`config.mk`:
```
export PLATFORM = sky130hd
export DESIGN_NAME = serial_tx
export DESIGN_NICKNAME = d
export VERILOG_FILES = /design/src/common/periph_pkg.sv /design/src/verilog/serial_tx.sv
export SDC_FILE = /design/constraint.sdc
export NUM_CORES = 1
export LEC_CHECK = 0
export BUFFER_PORTS_ARGS = -buffer_cell sky130_fd_sc_hd__buf_2
export CAP_MARGIN = 20
export CELL_PAD_IN_SITES_DETAIL_PLACEMENT = 0
export CELL_PAD_IN_SITES_GLOBAL_PLACEMENT = 1
export CORE_ASPECT_RATIO = 0.7
export CORE_UTILIZATION = 44
export CTS_CLUSTER_SIZE = 12
export DETAILED_ROUTE_END_ITERATION = 16
export GPL_ROUTABILITY_DRIVEN = 0
export PLACE_DENSITY = 0.81
export REMOVE_ABC_BUFFERS = 1
export SLEW_MARGIN = 10
export SYNTH_ARGS = -nofsm -noshare
export SYNTH_HDL_FRONTEND = slang
export SYNTH_SLANG_ARGS = --single-unit
export TNS_END_PERCENT = 100
```
`constraint.sdc`:
```
create_clock -name CLOCK_50 -period 1.75 [get_ports CLOCK_50]
set_input_delay 0.0875 -clock CLOCK_50 [delete_from_list [all_inputs] [get_ports CLOCK_50]]
set_output_delay 0.0875 -clock CLOCK_50 [all_outputs]
set_load 0.02 [all_outputs]
```
`src/common/periph_pkg.sv`:
```
package periph_pkg;

    // ========================================================================
    // PS/2 keyboard framing
    // ========================================================================
    // Start, 8 data, odd parity, stop
    localparam int ps2_frame_bits = 11;
    localparam int ps2_cnt_w = $clog2(ps2_frame_bits);

    // Prefix sent ahead of a key release
    localparam logic [7:0] ps2_break_code = 8'hF0;

    // ========================================================================
    // Serial transmit timing
    // ========================================================================
    // 50 MHz / 115200 baud
    localparam int clks_per_bit = 434;
    localparam int tx_timer_w = $clog2(clks_per_bit);

    // Start, 8 data, stop
    localparam int tx_frame_bits = 10;
    localparam int tx_cnt_w = $clog2(tx_frame_bits);

    // Line level between frames
    localparam logic tx_idle_level = 1'b1;

endpackage

```
`src/verilog/serial_tx.sv`:
```
`timescale 1ns/1ns

module serial_tx import periph_pkg::*; (
    input  logic       CLOCK_50,
    input  logic       KEY0,
    input  logic [7:0] data,
    input  logic       start,
    output logic       txd,
    output logic       busy
);

    logic [tx_frame_bits-1:0] shifter;
    logic [tx_timer_w-1:0]    bit_timer;
    logic [tx_cnt_w-1:0]      bit_cnt;
    logic                     bit_end;

    assign bit_end = (bit_timer == tx_timer_w'(clks_per_bit - 1));

    // ========================================================================
    // Frame shifter
    // ========================================================================
    // Stop, data, start with the start bit leaving first
    always_ff @(posedge CLOCK_50) begin
        if (!busy && start) begin
            shifter <= {1'b1, data, 1'b0};
        end else if (busy && bit_end) begin
            shifter <= {1'b1, shifter[tx_frame_bits-1:1]};
        end
    end

    // ========================================================================
    // Bit timing and line control
    // ========================================================================
    always_ff @(posedge CLOCK_50 or negedge KEY0) begin
        if (!KEY0) begin
            busy <= 1'b0;
            txd <= tx_idle_level;
            bit_timer <= '0;
            bit_cnt <= '0;
        end else if (!busy) begin
            txd <= tx_idle_level;
            if (start) begin
                busy <= 1'b1;
                txd <= 1'b0;
                bit_timer <= '0;
                bit_cnt <= '0;
            end
        end else if (bit_end) begin
            bit_timer <= '0;
            if (bit_cnt == tx_cnt_w'(tx_frame_bits - 1)) begin
                // Stop bit done, back to idle
                busy <= 1'b0;
                txd <= tx_idle_level;
            end else begin
                bit_cnt <= bit_cnt + 1'b1;
                txd <= shifter[1];
            end
        end else begin
            bit_timer <= bit_timer + 1'b1;
        end
    end

    // Launch only while idle
    start_when_idle: assert property (
        @(posedge CLOCK_50) disable iff (!KEY0) start |-> !busy
    );

endmodule

```
==> results.json, run 1 <==
{
  "grt_usage_pct": 18.5,
  "cts_tree": "yes",
  "clk_path_buf_depth": 2,
  "grt_pass1_vias": 817,
  "clock_sinks": 23,
  "start_util_pct": 47.4,
  "cts_setup_buffers": 0,
  "dieArea_sq_mm": 0.00292,
  "drc": 0,
  "fin_nets": 150,
  "max_cap_violations": 0,
  "num_io_pins": 13,
  "antenna_found_initial": 0,
  "finalSetupViolCount": 0,
  "syn_avg_cell_area_sq_um": 10.6,
  "clock_skew_ps": 1.84,
  "die_x_um": 64.2,
  "setup_tns_ps": 0,
  "first_pass_iters": 3,
  "crit_type": "reg -> reg",
  "path_clk_slew_ps": 80,
  "cp.required_ps": 1750,
  "fmax_mhz": 600,
  "final_cell_mix": "dfrtp_1, nand2_1, buf_2",
  "reg2reg_from": "bit_timer[1]",
  "ys_async_sr_fraction_pct": 65.2,
  "powerDensity_mw_per_mm2": 1050,
  "synth_seq_cells": 23,
  "leakage_uw": 0.000614,
  "fin_crit_sh_pct": 95.2,
  "port_buffers": 12,
  "crit_fanout": 8,
  "run_status": "completed",
  "core_area_sq_mm": 0.00251,
  "ys_warn_count": 0,
  "cts_max_level": 1,
  "maxSlewHeadroom_pct": 72.5,
  "cts_root_buffer": "clkbuf_8",
  "crit_arrival_ps": 1670,
  "tightest_slew_ps": 409,
  "gr-total-overflow": 0,
  "grt_max_degree": 16,
  "start_kind": "flop",
  "crit_path_start": "bit_timer[1]",
  "hp-class": "in -> reg",
  "postRouteAntennaNets": 0,
  "period_needed_ps": 1670,
  "wire_per_inst_um": 14.7,
  "fin_ws_ps": 83.3,
  "viasPerCell": 5.61,
  "die-height_um": 45.5,
  "rows": 15,
  "yosysSeqAreaShare_pct": 51.8,
  "hold_path.startpoint": "data[7]",
  "mostFrequentLayoutCell": "dfrtp_1",
  "first_iter_violations": 34,
  "via_count": 942,
  "drive_above_1_share_pct": 25.4,
  "fillerInstances": 239,
  "instances_no_fill": 168,
  "syn_to_final_growth_pct": 17.2,
  "hpwl_um": 1830,
  "syn_area_sq_mm": 0.00119,
  "clk_latency_ps": 260,
  "synthCells": 112,
  "routed_wl_um": 2470,
  "synth_edf_count": 8,
  "antennaDiodeCount": 0,
  "hold_violations": 0,
  "grt_pass1_wl_um": 3940,
  "synth_ff_type": "dfrtp_1",
  "grt_setup_unrepaired": "false",
  "synth.distinct_cells": 36,
  "cts_buffers": 3,
  "detailedPlace.worstSlack_ps": 87.5,
  "critPathCaptureType": "flop",
  "ir_drop_uv": 773,
  "maxSlewViolCount": 0,
  "place_inst": 163
}
-- routing by layer --
layer	routed length, um	GRT usage [%]
met2	1100	30.2
met1	1310	24.5
met4	23	5.33
met3	43	5.25
met5	0	0
-- worst max-delay path: stages, from the launching register on --
cell     delay [ps]
dfrtp_1         390
inv_1            60
ha_1            180
and4b_1         190
and3_2          210
or2_2           370
-- registers in the layout, summed over array words and instances, names as in the netlist --
register	count
bit_cnt	4
bit_timer	9
busy	1
shifter	8
txd	1
-- metrics by stage --
stage	instance area (sq um)	util [%]	power (uW)	hold WS (ps)
after floorplan	1160	-	1000	-208
after global placement	1340	53.2	1130	9.32
after detailed placement	1340	53.2	1150	20.9
final	1400	55.5	1470	97.4
after CTS	1390	55.4	1480	99.0
after global routing	1400	55.5	1550	107
-- cells by family after synthesis --
logic type | synth area share [%]
AOI/OAI and AO/OA | 18.6
and+or+nand+nor | 20.4
buffers and inverters | 3.57
xor gates and xnor gates | 1.47
DFF | 51.8
adders and majority gates | 4.20
-- timing repair --
action / in CTS / in global routing
resized for setup: 0 / 1
setup endpoints to repair: 0 / 1
hold buffers: 1 / 0
endpoints found under the hold margin: 14 / 0
-- final cells by class --
| type | count | area [sq um] | area share [%] |
|---|---|---|---|
| Multi-Input combinational cell | 81 | 536 | 38.4 |
| Tap cell | 34 | 42.5 | 3.05 |
| Sequential cell | 23 | 617 | 44.2 |
| Clock buffer | 4 | 45.0 | 3.23 |
| Inverter | 3 | 11.3 | 0.806 |
| Timing Repair Buffer | 23 | 145 | 10.4 |
-- synth_stat cells, drive strengths merged (2+ instances only) --
library cell,count,area (sq um)
dfrtp,14,350
nor3,2,10.0
nand4,2,12.5
clkbuf,2,7.51
o22ai,2,12.5
and3,2,15.0
nor4,2,18.8
or2,2,12.5
a21o,5,38.8
o21ai,7,35.0
ha,4,50.1
inv,3,11.3
edfxtp,8,240
a21oi,4,20.0
nand2,13,48.8
nand3,6,30.0
buf,3,23.8
nor2,6,22.5
or3,3,18.8
a22o,10,87.6
-- power by group --
part / internal [uW] / switching, uW / total (uW)
sequential: 661 / 122 / 783
combinational: 183 / 172 / 355
clock: 162 / 166 / 329
-- path summary, 6_finish.rpt --
kind | to | slack [ps] | cells after the start
worst min register to register | txd | 510 | 2
max in group asynchronous | txd | 1190 | 2
min in group asynchronous | bit_timer[6] | 260 | 2
worst max register to register | shifter[5] | 80 | 5
worst min-delay path | shifter[8] | 100 | 2
worst max-delay path | shifter[5] | 80 | 5
Note: power is estimated with default switching activity, not from simulation.
==> run 2: changes to the inputs <==
--- a/config.mk
+++ b/config.mk
@@ -7,14 +7,12 @@
 export LEC_CHECK = 0
 export BUFFER_PORTS_ARGS = -buffer_cell sky130_fd_sc_hd__buf_2
 export CAP_MARGIN = 20
-export CELL_PAD_IN_SITES_DETAIL_PLACEMENT = 0
-export CELL_PAD_IN_SITES_GLOBAL_PLACEMENT = 1
 export CORE_ASPECT_RATIO = 0.7
-export CORE_UTILIZATION = 44
+export CORE_UTILIZATION = 55
 export CTS_CLUSTER_SIZE = 12
 export DETAILED_ROUTE_END_ITERATION = 16
 export GPL_ROUTABILITY_DRIVEN = 0
-export PLACE_DENSITY = 0.81
+export PLACE_DENSITY = 0.8
 export REMOVE_ABC_BUFFERS = 1
 export SLEW_MARGIN = 10
 export SYNTH_ARGS = -nofsm -noshare
==> results.json, run 2 (same netlist as run 1, synthesis figures left out) <==
{
  "run_status": "completed",
  "crit_slowest_cell": "dfrtp_1",
  "clock_sinks": 23,
  "hpwl_um": 1750,
  "ir_drop_uv": 953,
  "wire_per_inst_um": 15.1,
  "cp_num_buf_inv": 1,
  "critPathCaptureType": "flop",
  "core_area_sq_mm": 0.00195,
  "num_io_pins": 13,
  "tightest_slew_ps": 371,
  "cts_tree": "yes",
  "first_iter_violations": 36,
  "gr-total-overflow": 0,
  "utilization_pct": 69.2,
  "cp.required_ps": 2010,
  "start_util_pct": 61.0,
  "reg2reg_depth": 6,
  "via_count": 940,
  "clock_skew_ps": 4.71,
  "instances_no_fill": 154,
  "final_cell_mix": "dfrtp_1, nand2_1, buf_2",
  "seqCellArea_sq_um": 617,
  "mostFrequentLayoutCell": "dfrtp_1",
  "crit_end": "bit_timer[8]",
  "fillerInstances": 156,
  "grt_pass1_vias": 834,
  "fmax_mhz": 601,
  "crit_type": "reg -> reg",
  "setup_tns_ps": 0,
  "reg2reg_from": "bit_timer[1]",
  "reg_top3": "bit_timer: 9 flops, shifter: 8 flops, bit_cnt: 4 flops",
  "cts_max_level": 1,
  "die-height_um": 40.9,
  "finalPower_uw": 1400,
  "viasPerCell": 6.10,
  "finalSetupViolCount": 0,
  "postRouteAntennaNets": 0,
  "grt_pass1_wl_um": 3760,
  "clk_latency_ps": 320,
  "critPathTopFamily": "simple AND/OR/NAND/NOR gates",
  "rows": 13,
  "antennaDiodeCount": 0,
  "crit_fanout": 10,
  "drc": 0,
  "cpPeakStageDelay_ps": 410,
  "hold_violations": 0,
  "crit_path_start": "bit_timer[1]",
  "path_clk_slew_ps": 120,
  "antenna_found_initial": 0,
  "crit_chain": "inv_1, ha_1, and4b_1, a21o_2, or3_1, o211ai_2",
  "grt_usage_pct": 22.5,
  "die_x_um": 57.6,
  "r2r-end": "bit_timer[8]",
  "fin_nets": 148,
  "crit_arrival_ps": 1920,
  "routed_wl_um": 2320,
  "maxSlewViolCount": 0,
  "cts_setup_buffers": 0,
  "dieArea_sq_mm": 0.00236,
  "top_register": "bit_timer",
  "syn_to_final_growth_pct": 13.4,
  "whs_ps": 34.1,
  "period_needed_ps": 1670,
  "maxSlewHeadroom_pct": 75.1,
  "grt_setup_unrepaired": "false",
  "clk_path_buf_depth": 2,
  "first_pass_iters": 4,
  "r2r_slack_ps": 80,
  "max_cap_violations": 0,
  "grt_max_degree": 16,
  "drive_above_1_share_pct": 24.2,
  "hp-class": "in -> reg",
  "leakage_uw": 0.000597,
  "multi_input_area_sq_um": 534,
  "worst-path-stages": 6,
  "place_inst": 149,
  "powerDensity_mw_per_mm2": 1030,
  "port_buffers": 12,
  "fin_crit_sh_pct": 95.2,
  "start_kind": "flop",
  "cts_root_buffer": "clkbuf_4",
  "largest_reg_flops": 9,
  "cts_buffers": 3
}
[run 2: cell count changes in the layout (fill, tap and decap cells not counted), sizes merged]
| cell | delta |
|---|---|
| clkinv | +1 |
| clkbuf | -1 |
| buf | -2 |
[run 2: metrics by stage]
stage	worst slack, ps	cell area (sq um)
floorplan	68.4	1160
global placement	123	1310
detailed placement	66.9	1310
CTS	52.5	1350
global route	6.86	1350
finish	84.8	1350
[run 2: worst min path at each step]
stage / start / endpoint / slack [ps] / depth (start not counted)
floorplan: KEY0 / bit_cnt[0] / -210 / 0
global placement: KEY0 / bit_timer[3] / 3 / 1
detailed placement: KEY0 / bit_timer[3] / 8 / 1
CTS: data[7] / shifter[8] / 40 / 2
global route: data[7] / shifter[8] / 40 / 2
finish: data[7] / shifter[8] / 30 / 2
[run 2: per-layer routing]
metal / wire length, um / share of wire (%) / global-route usage (%) / vias to the layer above
li1: - / - / - / 459
met1: 1140 / 49 / 28.5 / 458
met2: 1040 / 45 / 37.8 / 18
met3: 102 / 4.4 / 7.26 / 5
met4: 33 / 1.4 / 7.32 / 0
met5: 0 / 0 / 0 / -
[run 2: area by class of cell]
| class | count | area share [%] |
|---|---|---|
| Clock buffer | 3 | 1.67 |
| Clock inverter | 1 | 0.370 |
| Inverter | 3 | 0.833 |
| Multi-Input combinational cell | 81 | 39.5 |
| Sequential cell | 23 | 45.6 |
| Tap cell | 22 | 2.04 |
| Timing Repair Buffer | 21 | 9.91 |
[run 2: where the power goes]
| part | internal [uW] | switching, uW |
|---|---|---|
| sequential | 661 | 126 |
| clock | 85.8 | 163 |
| combinational | 185 | 175 |
| total | 932 | 464 |
[run 2: worst register-to-register path, stage by stage, from the launching register on]
cell,delay (ps)
dfrtp_1,410
inv_1,60
ha_1,190
and4b_1,200
a21o_2,300
or3_1,380
o211ai_2,70
[run 2: repair_timing]
| action | CTS | global route |
|---|---|---|
| gates resized for setup | 0 | 2 |
| endpoints found under the setup margin | 0 | 4 |
| endpoints found under the hold margin | 15 | 0 |
| hold buffers | 1 | 0 |
