## src/common/periph_pkg.sv

```systemverilog
package periph_pkg;

    // ========================================================================
    // PS/2 keyboard framing
    // ========================================================================
    // Start, 8 data, odd parity, stop
    localparam int ps2_frame_bits = 11;
    localparam int ps2_cnt_w = $clog2(ps2_frame_bits);

    // Prefix sent ahead of a key release
    localparam logic [7:0] ps2_break_code = 8'hF0;

    // ========================================================================
    // Serial transmit timing
    // ========================================================================
    // 50 MHz / 115200 baud
    localparam int clks_per_bit = 434;
    localparam int tx_timer_w = $clog2(clks_per_bit);

    // Start, 8 data, stop
    localparam int tx_frame_bits = 10;
    localparam int tx_cnt_w = $clog2(tx_frame_bits);

    // Line level between frames
    localparam logic tx_idle_level = 1'b1;

endpackage

```

## src/verilog/ps2_receiver.sv

```systemverilog
`timescale 1ns/1ns

module ps2_receiver import periph_pkg::*; (
    input  logic       CLOCK_50,
    input  logic       KEY0,
    input  logic       ps2_clk,
    input  logic       ps2_dat,
    output logic [7:0] code,
    output logic       code_valid
);

    logic [2:0]                clk_sync;
    logic [1:0]                dat_sync;
    logic                      clk_fall;
    logic [ps2_frame_bits-1:0] frame;
    logic [ps2_cnt_w-1:0]      bit_cnt;
    logic                      frame_done;
    logic                      frame_ok;
    logic [7:0]                frame_byte;
    logic                      break_seen;

    // ========================================================================
    // Synchronizers and edge detect
    // ========================================================================
    always_ff @(posedge CLOCK_50 or negedge KEY0) begin
        if (!KEY0) begin
            // Both lines idle high
            clk_sync <= '1;
            dat_sync <= '1;
        end else begin
            clk_sync <= {clk_sync[1:0], ps2_clk};
            dat_sync <= {dat_sync[0], ps2_dat};
        end
    end

    // Device changes data on the rising edge, sample on the falling one
    assign clk_fall = clk_sync[2] & ~clk_sync[1];

    // ========================================================================
    // Frame assembly
    // ========================================================================
    // Bits arrive LSB first, start bit ends up in bit 0
    always_ff @(posedge CLOCK_50) begin
        if (clk_fall) begin
            frame <= {dat_sync[1], frame[ps2_frame_bits-1:1]};
        end
    end

    always_ff @(posedge CLOCK_50 or negedge KEY0) begin
        if (!KEY0) begin
            bit_cnt <= '0;
            frame_done <= 1'b0;
        end else begin
            frame_done <= 1'b0;
            if (clk_fall) begin
                if (bit_cnt == ps2_cnt_w'(ps2_frame_bits - 1)) begin
                    bit_cnt <= '0;
                    frame_done <= 1'b1;
                end else begin
                    bit_cnt <= bit_cnt + 1'b1;
                end
            end
        end
    end

    assign frame_byte = frame[8:1];
    // Start low, stop high, odd count of ones over data and parity
    assign frame_ok = ~frame[0] & frame[10] & (^frame[9:1]);

    // ========================================================================
    // Break filter and output strobe
    // ========================================================================
    always_ff @(posedge CLOCK_50 or negedge KEY0) begin
        if (!KEY0) begin
            break_seen <= 1'b0;
            code_valid <= 1'b0;
        end else begin
            code_valid <= 1'b0;
            if (frame_done && frame_ok) begin
                if (frame_byte == ps2_break_code) begin
                    break_seen <= 1'b1;
                end else if (break_seen) begin
                    // Released key, swallow it
                    break_seen <= 1'b0;
                end else begin
                    code_valid <= 1'b1;
                end
            end
        end
    end

    always_ff @(posedge CLOCK_50) begin
        if (frame_done && frame_ok && !break_seen && frame_byte != ps2_break_code) begin
            code <= frame_byte;
        end
    end

endmodule

```

## config.mk

```make
export PLATFORM = sky130hd
export DESIGN_NAME = ps2_receiver
export DESIGN_NICKNAME = d
export VERILOG_FILES = /design/src/common/periph_pkg.sv /design/src/verilog/ps2_receiver.sv
export SDC_FILE = /design/constraint.sdc
export NUM_CORES = 1
export LEC_CHECK = 0
export BUFFER_PORTS_ARGS = -buffer_cell sky130_fd_sc_hd__buf_2
export CORE_MARGIN = 8
export CORE_UTILIZATION = 45
export CTS_BUF_LIST = sky130_fd_sc_hd__clkbuf_4
export CTS_CLUSTER_SIZE = 20
export DETAILED_ROUTE_END_ITERATION = 8
export MAX_ROUTING_LAYER = met4
export PLACE_DENSITY = 0.75
export SLEW_MARGIN = 20
export SYNTH_ARGS = -nofsm -noshare
export SYNTH_HDL_FRONTEND = slang
export SYNTH_SLANG_ARGS = --single-unit
```

## constraint.sdc

```tcl
create_clock -name CLOCK_50 -period 5.1 [get_ports CLOCK_50]
set_input_delay 0.255 -clock CLOCK_50 [delete_from_list [all_inputs] [get_ports CLOCK_50]]
set_output_delay 0.255 -clock CLOCK_50 [all_outputs]
set_load 0.005 [all_outputs]
```

==> impl_metrics.env, run 1 <==
export IMPL_clkPwrFrac_pct=26.9
export IMPL_hold_buffers=3
export IMPL_final_cell_mix="19 x edfxtp_1, 12 x buf_2, 7 x dfrtp_1"
export IMPL_placed_cell_area_um2=1220
export IMPL_p_sw_share_pct=24.1
export IMPL_multiInputGateArea_um2=235
export IMPL_avgViaCountPerCell=4.93
export IMPL_gp_congestion=0.806
export IMPL_reg2reg_to="code[1]"
export IMPL_grt_max_degree=15
export IMPL_core_um2=2430
export IMPL_worstHoldPathType="input pin to asynchronous set/reset pin"
export IMPL_area_growth_pct=16.4
export IMPL_die_w_um=66.0
export IMPL_final_max_slew_violation_count=0
export IMPL_clock_sinks=31
export IMPL_setup_viol=0
export IMPL_yosysTopAreaCell="edfxtp_1"
export IMPL_drc=0
export IMPL_num_vias=582
export IMPL_seq_area_um2=877
export IMPL_grt_setup_unrepaired="no"
export IMPL_worstSetupPathType="register to register"
export IMPL_ys_top_cells_by_area="edfxtp_1 51%, dfrtp_1 16%, dfstp_2 12%, ha_1 4.4%, xnor3_1 2.0%"
export IMPL_fillers=202
export IMPL_reg2reg_slack_ns=2.72
export IMPL_power_leakage_nw=0.537
export IMPL_place_port_buffers=12
export IMPL_cts_made_buffers=5
export IMPL_initial_core_util_pct=46.3
export IMPL_finClkSkew_ns=0.00359
export IMPL_p_int_mw=0.370
export IMPL_timing_rr_start="frame[1]"
export IMPL_crit_arrival_ns=2.33
export IMPL_wl_per_cell_um=14.2
export IMPL_post_route_period_util_pct=46.6
export IMPL_rr_worst_depth=6
export IMPL_tightest_slew_ns=0.609
export IMPL_dr_pass1_iters=4
export IMPL_avgSynthCellArea_um2=17.3
export IMPL_synth_top_area_share_pct=50.7
export IMPL_p_per_area_nw_per_um2=372
export IMPL_cts_root_buf="clkbuf_4"
export IMPL_grt_overflow_total=0
export IMPL_synth_cell_types=21
export IMPL_hold_viol=0
export IMPL_p_sw_mw=0.117
export IMPL_cts_buffer_depth=2
export IMPL_period_needed_ns=2.38
export IMPL_dieArea_um2=4360
export IMPL_final_cell_area_um2=1310
export IMPL_end_kind="register"
export IMPL_syn_nets=73
export IMPL_num_rows=18
export IMPL_startpoint_type="register"
export IMPL_antenna_found_initial=0
export IMPL_io_pins=13
export IMPL_die_y_um=66.0
export IMPL_syn_inst=65
export IMPL_slew_headroom_pct=59.2
export IMPL_status="complete, no violations"
export IMPL_drt_total_wl_um=1680
export IMPL_cts_resized=0
export IMPL_cts_tree="yes"
export IMPL_clk_pin_slew_ns=0.09
export IMPL_postCtsSetupBuffers=0
export IMPL_cap_violations=0
export IMPL_syn_area_um2=1130
export IMPL_fin_nets=95
export IMPL_ant_nets=0
export IMPL_peakVddDrop_mv=0.232
export IMPL_final_common_cell="edfxtp_1"
export IMPL_cp_data_required_time_ns=5.06
export IMPL_timing_fmax_ghz=0.421
export IMPL_fin_setup_tns_ns=0
export IMPL_diodes=0
export IMPL_yosysSeqAreaShare_pct=77.9
export IMPL_dp_hpwl_um=1200
export IMPL_drive_above_1_share_pct=27.3
export IMPL_yosysWarnings=0
export IMPL_clkLatencyLatePin_ns=0.32
export IMPL_grtUsageTotal_pct=9.20
export IMPL_grt_pass1_vias=623
export IMPL_htreeDepth=2
export IMPL_synth_seq_cells=31
export IMPL_grt_pass1_wl_um=2820
export IMPL_p_comb_share_pct=9.6
export IMPL_crit_fanout=8
export IMPL_drt_iter0_drc=12
export IMPL_seqPwrFrac_pct=63.5
==> logic make-up after synthesis <==
group / count (synthesis) / share of synthesized area, %
AO/OA/AOI/OAI: 6 / 3.11
XOR/XNOR: 4 / 4.33
adder cells (fa/ha/maj): 4 / 4.44
buffers and inverters: 5 / 1.67
flip-flops: 31 / 77.9
multiplexers: 1 / 1.00
AND/OR/NAND/NOR: 14 / 7.56
==> area by class of cell <==
| class | instances | share of cell area (%) |
|---|---|---|
| inverters | 5 | 1.43 |
| clock buffers | 6 | 3.44 |
| well taps | 30 | 2.86 |
| multi-input cells | 29 | 17.9 |
| clock inverters | 2 | 0.573 |
| flip-flops and latches | 31 | 66.9 |
| repair buffers | 15 | 6.87 |
==> synthesized netlist by cell type <==
| cell type | instances |
|---|---|
| nor2b_1 | 2 |
| nand3b_1 | 1 |
| nor3_1 | 2 |
| nand2b_1 | 1 |
| edfxtp_1 | 19 |
| xnor3_1 | 1 |
| dfstp_2 | 5 |
| and4_1 | 1 |
| nor3b_1 | 2 |
| o21ai_0 | 4 |
| xnor2_1 | 2 |
| ha_1 | 4 |
| xor2_1 | 1 |
| nand2_1 | 3 |
| nand3_1 | 1 |
| nand4b_1 | 1 |
| a21o_1 | 1 |
| mux2_1 | 1 |
| dfrtp_1 | 7 |
| a211oi_1 | 1 |
| inv_1 | 5 |
==> how the worst max path moves through the flow <==
stage / end / slack [ns] / startpoint
finish: code[1] / 2.72 / frame[1]
global route: code[1] / 2.56 / frame[1]
CTS: code[1] / 2.37 / frame[7]
detailed placement: code[5] / 2.38 / frame[7]
global placement: code[3] / 2.54 / frame[7]
floorplan: code[0] / 2.73 / frame[7]
==> routing by layer <==
| layer | routed length, um | global-route usage (%) |
|---|---|---|
| met5 | 0 | - |
| met4 | 29 | 5.33 |
| met3 | 137 | 5.25 |
| met2 | 803 | 13.9 |
| met1 | 706 | 9.13 |
==> power by group through the flow <==
stage          sequential [mW]  clock [mW]  combinational [mW]
6_report                 0.309       0.131              0.0468
4_1_cts                  0.309       0.139              0.0474
3_3_place_gp             0.313           0              0.0424
5_1_grt                  0.313       0.149              0.0538
3_5_place_dp             0.314           0              0.0455
2_1_floorplan            0.309           0              0.0353
==> sequential cells by signal (all words and copies together), names as in the netlist <==
| signal | flops |
|---|---|
| frame_done | 1 |
| dat_sync | 2 |
| code | 8 |
| bit_cnt | 4 |
| clk_sync | 3 |
| code_valid | 1 |
| break_seen | 1 |
| frame | 11 |
==> through the flow <==
step           total power, mW  util, %  worst slack (ns)  std cells  hold slack (ns)
3_3_place_gp             0.355     50.3              2.54        107            0.135
4_1_cts                  0.496     53.7              2.37        118            0.303
2_1_floorplan            0.344        -              2.73         65          -0.0406
6_report                 0.487     53.9              2.72        118            0.326
3_5_place_dp             0.360     50.3              2.38        107            0.143
5_1_grt                  0.516     53.9              2.56        118            0.338
==> critical path: stages (launching register included) <==
cell	delay, ns
edfxtp_1	0.40
inv_1	0.06
ha_1	0.28
xnor3_1	0.39
xnor2_1	0.15
nand4b_1	0.19
nor3_2	0.55
(Power assumes the default switching activity.)
==> run 2: changes to the inputs <==
--- a/config.mk
+++ b/config.mk
@@ -5,6 +5,7 @@
 export SDC_FILE = /design/constraint.sdc
 export NUM_CORES = 1
 export LEC_CHECK = 0
+export ABC_AREA = 1
 export BUFFER_PORTS_ARGS = -buffer_cell sky130_fd_sc_hd__buf_2
 export CORE_MARGIN = 8
 export CORE_UTILIZATION = 45
==> constraint.sdc (replaced) <==
create_clock -name CLOCK_50 -period 2.4 [get_ports CLOCK_50]
set_input_delay 0.12 -clock CLOCK_50 [delete_from_list [all_inputs] [get_ports CLOCK_50]]
set_output_delay 0.12 -clock CLOCK_50 [all_outputs]
set_load 0.005 [all_outputs]
==> run 2 against run 1 <==
Against the previous run:
- die area up 3.3%
- critical path depth up 5
- wire length up 1.8%
- area after synthesis up 4.3%
- synthesized cell count up 31%
- utilization up 1.6 points
- flip-flop and latch count unchanged
- power up 120%
- critical endpoint is now code[4]
- largest power group unchanged
==> impl_metrics.env, run 2 <==
export IMPL_drive_above_1_share_pct=33.6
export IMPL_final_cell_mix="19 x edfxtp_1, 14 x inv_1, 12 x buf_2"
export IMPL_yosysWarnings=0
export IMPL_drt_total_wl_um=1710
export IMPL_synth_top_area_share_pct=48.6
export IMPL_cp_data_required_time_ns=2.44
export IMPL_final_cell_area_um2=1380
export IMPL_async_flop_share_pct=38.7
export IMPL_drt_iter0_drc=19
export IMPL_slew_headroom_pct=76.4
export IMPL_groute_layer_met1_usage_pct=9.05
export IMPL_area_growth_pct=17.0
export IMPL_slowest_stage="edfxtp_1"
export IMPL_fin_setup_tns_ns=0
export IMPL_die_y_um=67.1
export IMPL_final_max_slew_violation_count=0
export IMPL_placed_cell_area_um2=1290
export IMPL_clock_sinks=31
export IMPL_cts_resized=0
export IMPL_wl_per_cell_um=12.2
export IMPL_use_met2_pct=14.5
export IMPL_seq_area_um2=877
export IMPL_cts_buffer_depth=2
export IMPL_syn_inst=85
export IMPL_final_common_cell="edfxtp_1"
export IMPL_cap_violations=0
export IMPL_p_per_area_nw_per_um2=783
export IMPL_dr_pass1_iters=4
export IMPL_finClkSkew_ns=0.00618
export IMPL_fillers=218
export IMPL_yosysTopAreaCell="edfxtp_1"
export IMPL_gp_congestion=0.753
export IMPL_grt_overflow_total=0
export IMPL_crit_fanout=8
export IMPL_cp_cell_sequence="ha_1 > inv_1 > nand2_2 > nand2_1 > nand2_2 > nand2_1 > nand2_1 > nand2_2 > nand3_2 > nor2_1 > buf_4"
export IMPL_avgSynthCellArea_um2=13.8
export IMPL_grtUsageTotal_pct=9.43
export IMPL_setup_viol=0
export IMPL_grt_pass1_vias=710
export IMPL_crit_arrival_ns=1.85
export IMPL_ys_top_cells_by_area="edfxtp_1 49%, dfrtp_1 15%, dfstp_2 11%, inv_1 4.5%, ha_1 4.3%"
export IMPL_tightest_slew_ns=0.353
export IMPL_power_leakage_nw=0.633
export IMPL_grt_setup_unrepaired="no"
export IMPL_htreeDepth=2
export IMPL_syn_nets=93
export IMPL_place_ws_ns=0.605
export IMPL_fin_nets=117
export IMPL_clk_pin_slew_ns=0.09
export IMPL_reg_top3="frame x11, code x8, bit_cnt x4"
export IMPL_status="complete, no violations"
export IMPL_largest_reg_flops=11
export IMPL_dp_hpwl_um=1280
export IMPL_timing_fmax_ghz=0.554
export IMPL_initial_core_util_pct=47.4
export IMPL_synth_edf_count=19
export IMPL_startpoint_type="register"
export IMPL_period_needed_ns=1.81
export IMPL_post_route_period_util_pct=75.2
export IMPL_synth_ff_type="edfxtp_1"
export IMPL_worstHoldPathType="input pin to asynchronous set/reset pin"
export IMPL_io_pins=13
export IMPL_antenna_found_initial=0
export IMPL_num_rows=18
export IMPL_synth_seq_cells=31
export IMPL_avgViaCountPerCell=4.65
export IMPL_place_port_buffers=12
export IMPL_grt_pass1_wl_um=2960
export IMPL_worstSetupPathType="register to register"
export IMPL_synth_cell_types=20
export IMPL_synthTopCellsByCount="19 x edfxtp_1, 14 x inv_1, 9 x nand2_1"
export IMPL_clkLatencyLatePin_ns=0.32
export IMPL_cts_root_buf="clkbuf_4"
export IMPL_num_vias=651
export IMPL_total_power_mw=1.08
export IMPL_setup_ws_ns=0.595
export IMPL_hold_viol=0
export IMPL_multiInputGateArea_um2=241
export IMPL_cts_made_buffers=5
export IMPL_max_stage_delay_ns=0.42
export IMPL_final_util_pct=55.5
export IMPL_core_um2=2480
export IMPL_cts_tree="yes"
export IMPL_grt_max_degree=13
export IMPL_drc=0
export IMPL_grtUsageMet3_pct=4.53
export IMPL_yosysSeqAreaShare_pct=74.7
export IMPL_regMostFlops="frame"
export IMPL_grt_busiest_layer="met2"
export IMPL_ant_nets=0
export IMPL_diodes=0
export IMPL_end_kind="register"
export IMPL_synth_most_common_cell="edfxtp_1"
export IMPL_peakVddDrop_mv=0.568
export IMPL_dieArea_um2=4500
export IMPL_die_w_um=67.1
export IMPL_syn_area_um2=1170
-- run 2: changes by cell type in the layout (fill, tap and decap cells not counted), moves of 3 or more --
cell,before,now
nand3_1,1,5
nor2_1,0,6
o21ai_0,4,0
nand2_2,0,3
inv_1,5,14
nand2_1,3,9
-- run 2: cell type report --
type                    count  share of cell area, %
repair buffers             17                   7.64
multi-input cells          39                   17.6
clock buffers               7                   3.82
flip-flops and latches     31                   63.8
clock inverters             1                  0.364
inverters                  15                   4.09
well taps                  30                   2.73
-- run 2: final timing paths --
check	from	depth (start not counted)	endpoint	slack (ns)
worst min-delay path	KEY0	2	code_valid	0.18
worst min register to register	clk_sync[0]	0	clk_sync[1]	0.36
max in group asynchronous	KEY0	2	clk_sync[1]	1.95
worst max register to register	frame[5]	11	code[4]	0.59
min in group CLOCK_50	clk_sync[0]	0	clk_sync[1]	0.36
worst max-delay path	frame[5]	11	code[4]	0.59
-- run 2: routing by layer --
layer / part of all wire [%] / vias up
met2: 47 / 18
met4: 1.6 / 0
met3: 8.2 / 3
met1: 43 / 298
li1: - / 332
met5: 0 / -
-- run 2: per-stage QoR --
stage	instances	hold WS [ns]
floorplan	85	-0.176
detailed placement	129	0.00382
finish	140	0.185
global placement	129	0.00000319
CTS	140	0.172
global route	140	0.201
-- run 2: where the power goes --
group | total, mW | switching (mW) | internal, mW
logic | 0.122 | 0.0747 | 0.0474
clock network | 0.302 | 0.165 | 0.137
registers | 0.653 | 0.0347 | 0.618
total | 1.08 | 0.275 | 0.802
-- run 2: cells by family after synthesis --
logic type               synth area share, %
flip-flops                              74.7
buffers and inverters                   4.79
AND/OR/NAND/NOR                         13.6
adder cells (fa/ha/maj)                 4.26
XOR/XNOR                               0.746
AO/OA/AOI/OAI                           1.92
-- run 2: critical path: cells and delay by family (launching register included) --
family	cells	cell delay, ns
fa+ha+maj	1	0.34
flops	1	0.42
simple gates	8	0.52
buf+inv	2	0.25
-- run 2: timing repair --
action | in CTS | in global routing
setup buffers | 0 | 0
hold buffers | 3 | 0
hold endpoints to repair | 14 | 0
==> run 3: changes to the inputs <==
--- a/config.mk
+++ b/config.mk
@@ -13,7 +13,7 @@
 export CTS_CLUSTER_SIZE = 20
 export DETAILED_ROUTE_END_ITERATION = 8
 export MAX_ROUTING_LAYER = met4
-export PLACE_DENSITY = 0.75
+export PLACE_DENSITY = 0.77
 export SLEW_MARGIN = 20
 export SYNTH_ARGS = -nofsm -noshare
 export SYNTH_HDL_FRONTEND = slang
==> constraint.sdc (replaced) <==
create_clock -name CLOCK_50 -period 1.65 [get_ports CLOCK_50]
set_input_delay 0.0825 -clock CLOCK_50 [delete_from_list [all_inputs] [get_ports CLOCK_50]]
set_output_delay 0.0825 -clock CLOCK_50 [all_outputs]
set_load 0.005 [all_outputs]
==> run 3 against run 2 <==
Against the previous run:
- the flow now finishes with violations (setup timing)
- wire length grew 19%
- register-to-register slack worse by 0.76 ns
- flip-flop and latch count unchanged
- clock power increased by 45%
- first-iteration DRC count is 74% lower
- sequential power increased by 46%
- non-clock buffer count grew 10
- combinational power is 84% higher
- global-route usage is 0.55 points higher
- utilization grew 7.1 points
- critical endpoint is now code[7]
- largest cell class unchanged
==> impl_metrics.env, run 3 (synthesis gave the netlist of run 2 again) <==
export IMPL_status="complete, but fails checks"
export IMPL_violations="setup timing"
export IMPL_peakVddDrop_mv=0.706
export IMPL_cp_cell_sequence="inv_1 > ha_1 > xor2_2 > nand3_4 > nand2_4 > nand3_4 > nor2_4"
export IMPL_htreeDepth=2
export IMPL_num_vias=703
export IMPL_gp_congestion=0.833
export IMPL_cts_buffer_depth=2
export IMPL_whs_ns=0.155
export IMPL_hold_viol=0
export IMPL_grtUsageTotal_pct=9.98
export IMPL_drive_above_1_share_pct=48.3
export IMPL_ant_nets=0
export IMPL_area_growth_pct=32.1
export IMPL_cts_tree="yes"
export IMPL_final_max_slew_violation_count=0
export IMPL_timing_fmax_ghz=0.552
export IMPL_grt_pass1_wl_um=3160
export IMPL_grt_setup_unrepaired="yes"
export IMPL_max_stage_delay_ns=0.41
export IMPL_drc=0
export IMPL_multiInputGateArea_um2=339
export IMPL_final_cell_area_um2=1550
export IMPL_final_cell_mix="19 x edfxtp_1, 13 x inv_1, 12 x buf_2"
export IMPL_rr_worst_depth=7
export IMPL_dr_pass1_iters=3
export IMPL_seq_area_um2=877
export IMPL_reg2reg_slack_ns=-0.16
export IMPL_worstSetupPathType="register to register"
export IMPL_slew_headroom_pct=78.3
export IMPL_final_common_cell="edfxtp_1"
export IMPL_num_rows=18
export IMPL_reg_top3="frame x11, code x8, bit_cnt x4"
export IMPL_setup_ws_ns=-0.161
export IMPL_core_um2=2480
export IMPL_avgViaCountPerCell=4.69
export IMPL_crit_fanout=8
export IMPL_total_power_mw=1.61
export IMPL_fillers=186
export IMPL_dp_hpwl_um=1370
export IMPL_dieArea_um2=4500
export IMPL_antenna_found_initial=0
export IMPL_period_needed_ns=1.81
export IMPL_diodes=0
export IMPL_crit_arrival_ns=1.83
export IMPL_cap_violations=0
export IMPL_place_ws_ns=-0.187
export IMPL_drt_total_wl_um=2040
export IMPL_final_util_pct=62.6
export IMPL_cts_root_buf="clkbuf_4"
export IMPL_critPathMostFrequentCell="nand3_4"
export IMPL_crit_end="code[7]"
export IMPL_p_sw_share_pct=26.2
export IMPL_grt_max_degree=13
export IMPL_clock_sinks=31
export IMPL_power_leakage_nw=0.701
export IMPL_p_per_area_nw_per_um2=1040
export IMPL_clk_pin_slew_ns=0.09
export IMPL_cts_made_buffers=5
export IMPL_drt_iter0_drc=5
export IMPL_clkLatencyLatePin_ns=0.32
export IMPL_placed_cell_area_um2=1330
export IMPL_regMostFlops="frame"
export IMPL_finClkSkew_ns=0.00876
export IMPL_cp_data_required_time_ns=1.67
export IMPL_p_comb_share_pct=13.9
export IMPL_tightest_slew_ns=0.326
export IMPL_startpoint_type="register"
export IMPL_fin_nets=127
export IMPL_setup_viol=9
export IMPL_timing_rr_start="frame[3]"
export IMPL_grt_overflow_total=0
export IMPL_grt_pass1_vias=743
export IMPL_end_kind="register"
export IMPL_p_sw_mw=0.423
export IMPL_post_route_period_util_pct=110
export IMPL_seqPwrFrac_pct=58.9
export IMPL_initial_core_util_pct=47.4
export IMPL_startpoint="frame[3]"
export IMPL_clkPwrFrac_pct=27.2
export IMPL_slowest_stage="edfxtp_1"
export IMPL_place_port_buffers=12
export IMPL_largest_reg_flops=11
export IMPL_p_int_mw=1.19
export IMPL_die_y_um=67.1
export IMPL_io_pins=13
export IMPL_reg2reg_to="code[7]"
export IMPL_worstHoldPathType="input pin to asynchronous set/reset pin"
export IMPL_wl_per_cell_um=13.6
export IMPL_die_w_um=67.1
## run 3: worst min path at each step
stage          from         end  slack [ns]  cells past startpoint
6_report       KEY0  code_valid        0.16                      2
5_1_grt        KEY0  code_valid        0.17                      2
4_1_cts        KEY0  break_seen        0.14                      2
3_5_place_dp   KEY0  break_seen       -0.03                      1
3_3_place_gp   KEY0  code_valid       -0.04                      1
2_1_floorplan  KEY0  bit_cnt[0]       -0.21                      0
## run 3: metal layers
metal  part of all wire [%]  vias to the layer above  routed length [um]  global-route usage, %
met3                    6.7                        9                 136                   5.37
met4                    3.5                        0                  71                   5.74
met1                     42                      323                 855                   9.60
met5                      0                        -                   0                      -
li1                       -                      350                   -                      -
met2                     48                       21                 977                   15.7
## run 3: through the flow
stage,setup TNS [ns],instances
after global routing,-2.26,150
final,-1.40,150
after floorplan,0,85
after global placement,-0.848,134
after CTS,-1.43,149
after detailed placement,-1.49,134
## run 3: worst max-delay path: cells and delay by family, from the launching register on
kind / cells / cell delay (ns)
DFF: 1 / 0.41
xor gates and xnor gates: 1 / 0.25
and+or+nand+nor: 4 / 0.47
adders and majority gates: 1 / 0.27
buffers and inverters: 1 / 0.09
## run 3: power groups by stage
stage                     Combinational (mW)  Sequential, mW  Clock [mW]
after floorplan                        0.133           0.955           0
after global placement                 0.166           0.961           0
after detailed placement               0.179           0.966           0
after CTS                              0.195           0.949       0.450
after global routing                   0.256           0.957       0.476
final                                  0.225           0.951       0.439
## run 3: layout make-up
class                      instances  area share, %
timing repair buffer              27           11.9
clock inverter                     1          0.323
inverter                          15           3.63
tap                               30           2.42
clock buffer                       7           3.39
multi-input combinational         39           21.9
sequential                        31           56.5
## run 3: what timing repair did
| action | CTS | global route |
|---|---|---|
| buffers inserted | 4 | 1 |
| resized for setup | 1 | 18 |
| hold buffers | 3 | 0 |
| endpoints found under the setup margin | 8 | 10 |
| hold endpoints to repair | 14 | 0 |
| pin swaps | 5 | 5 |
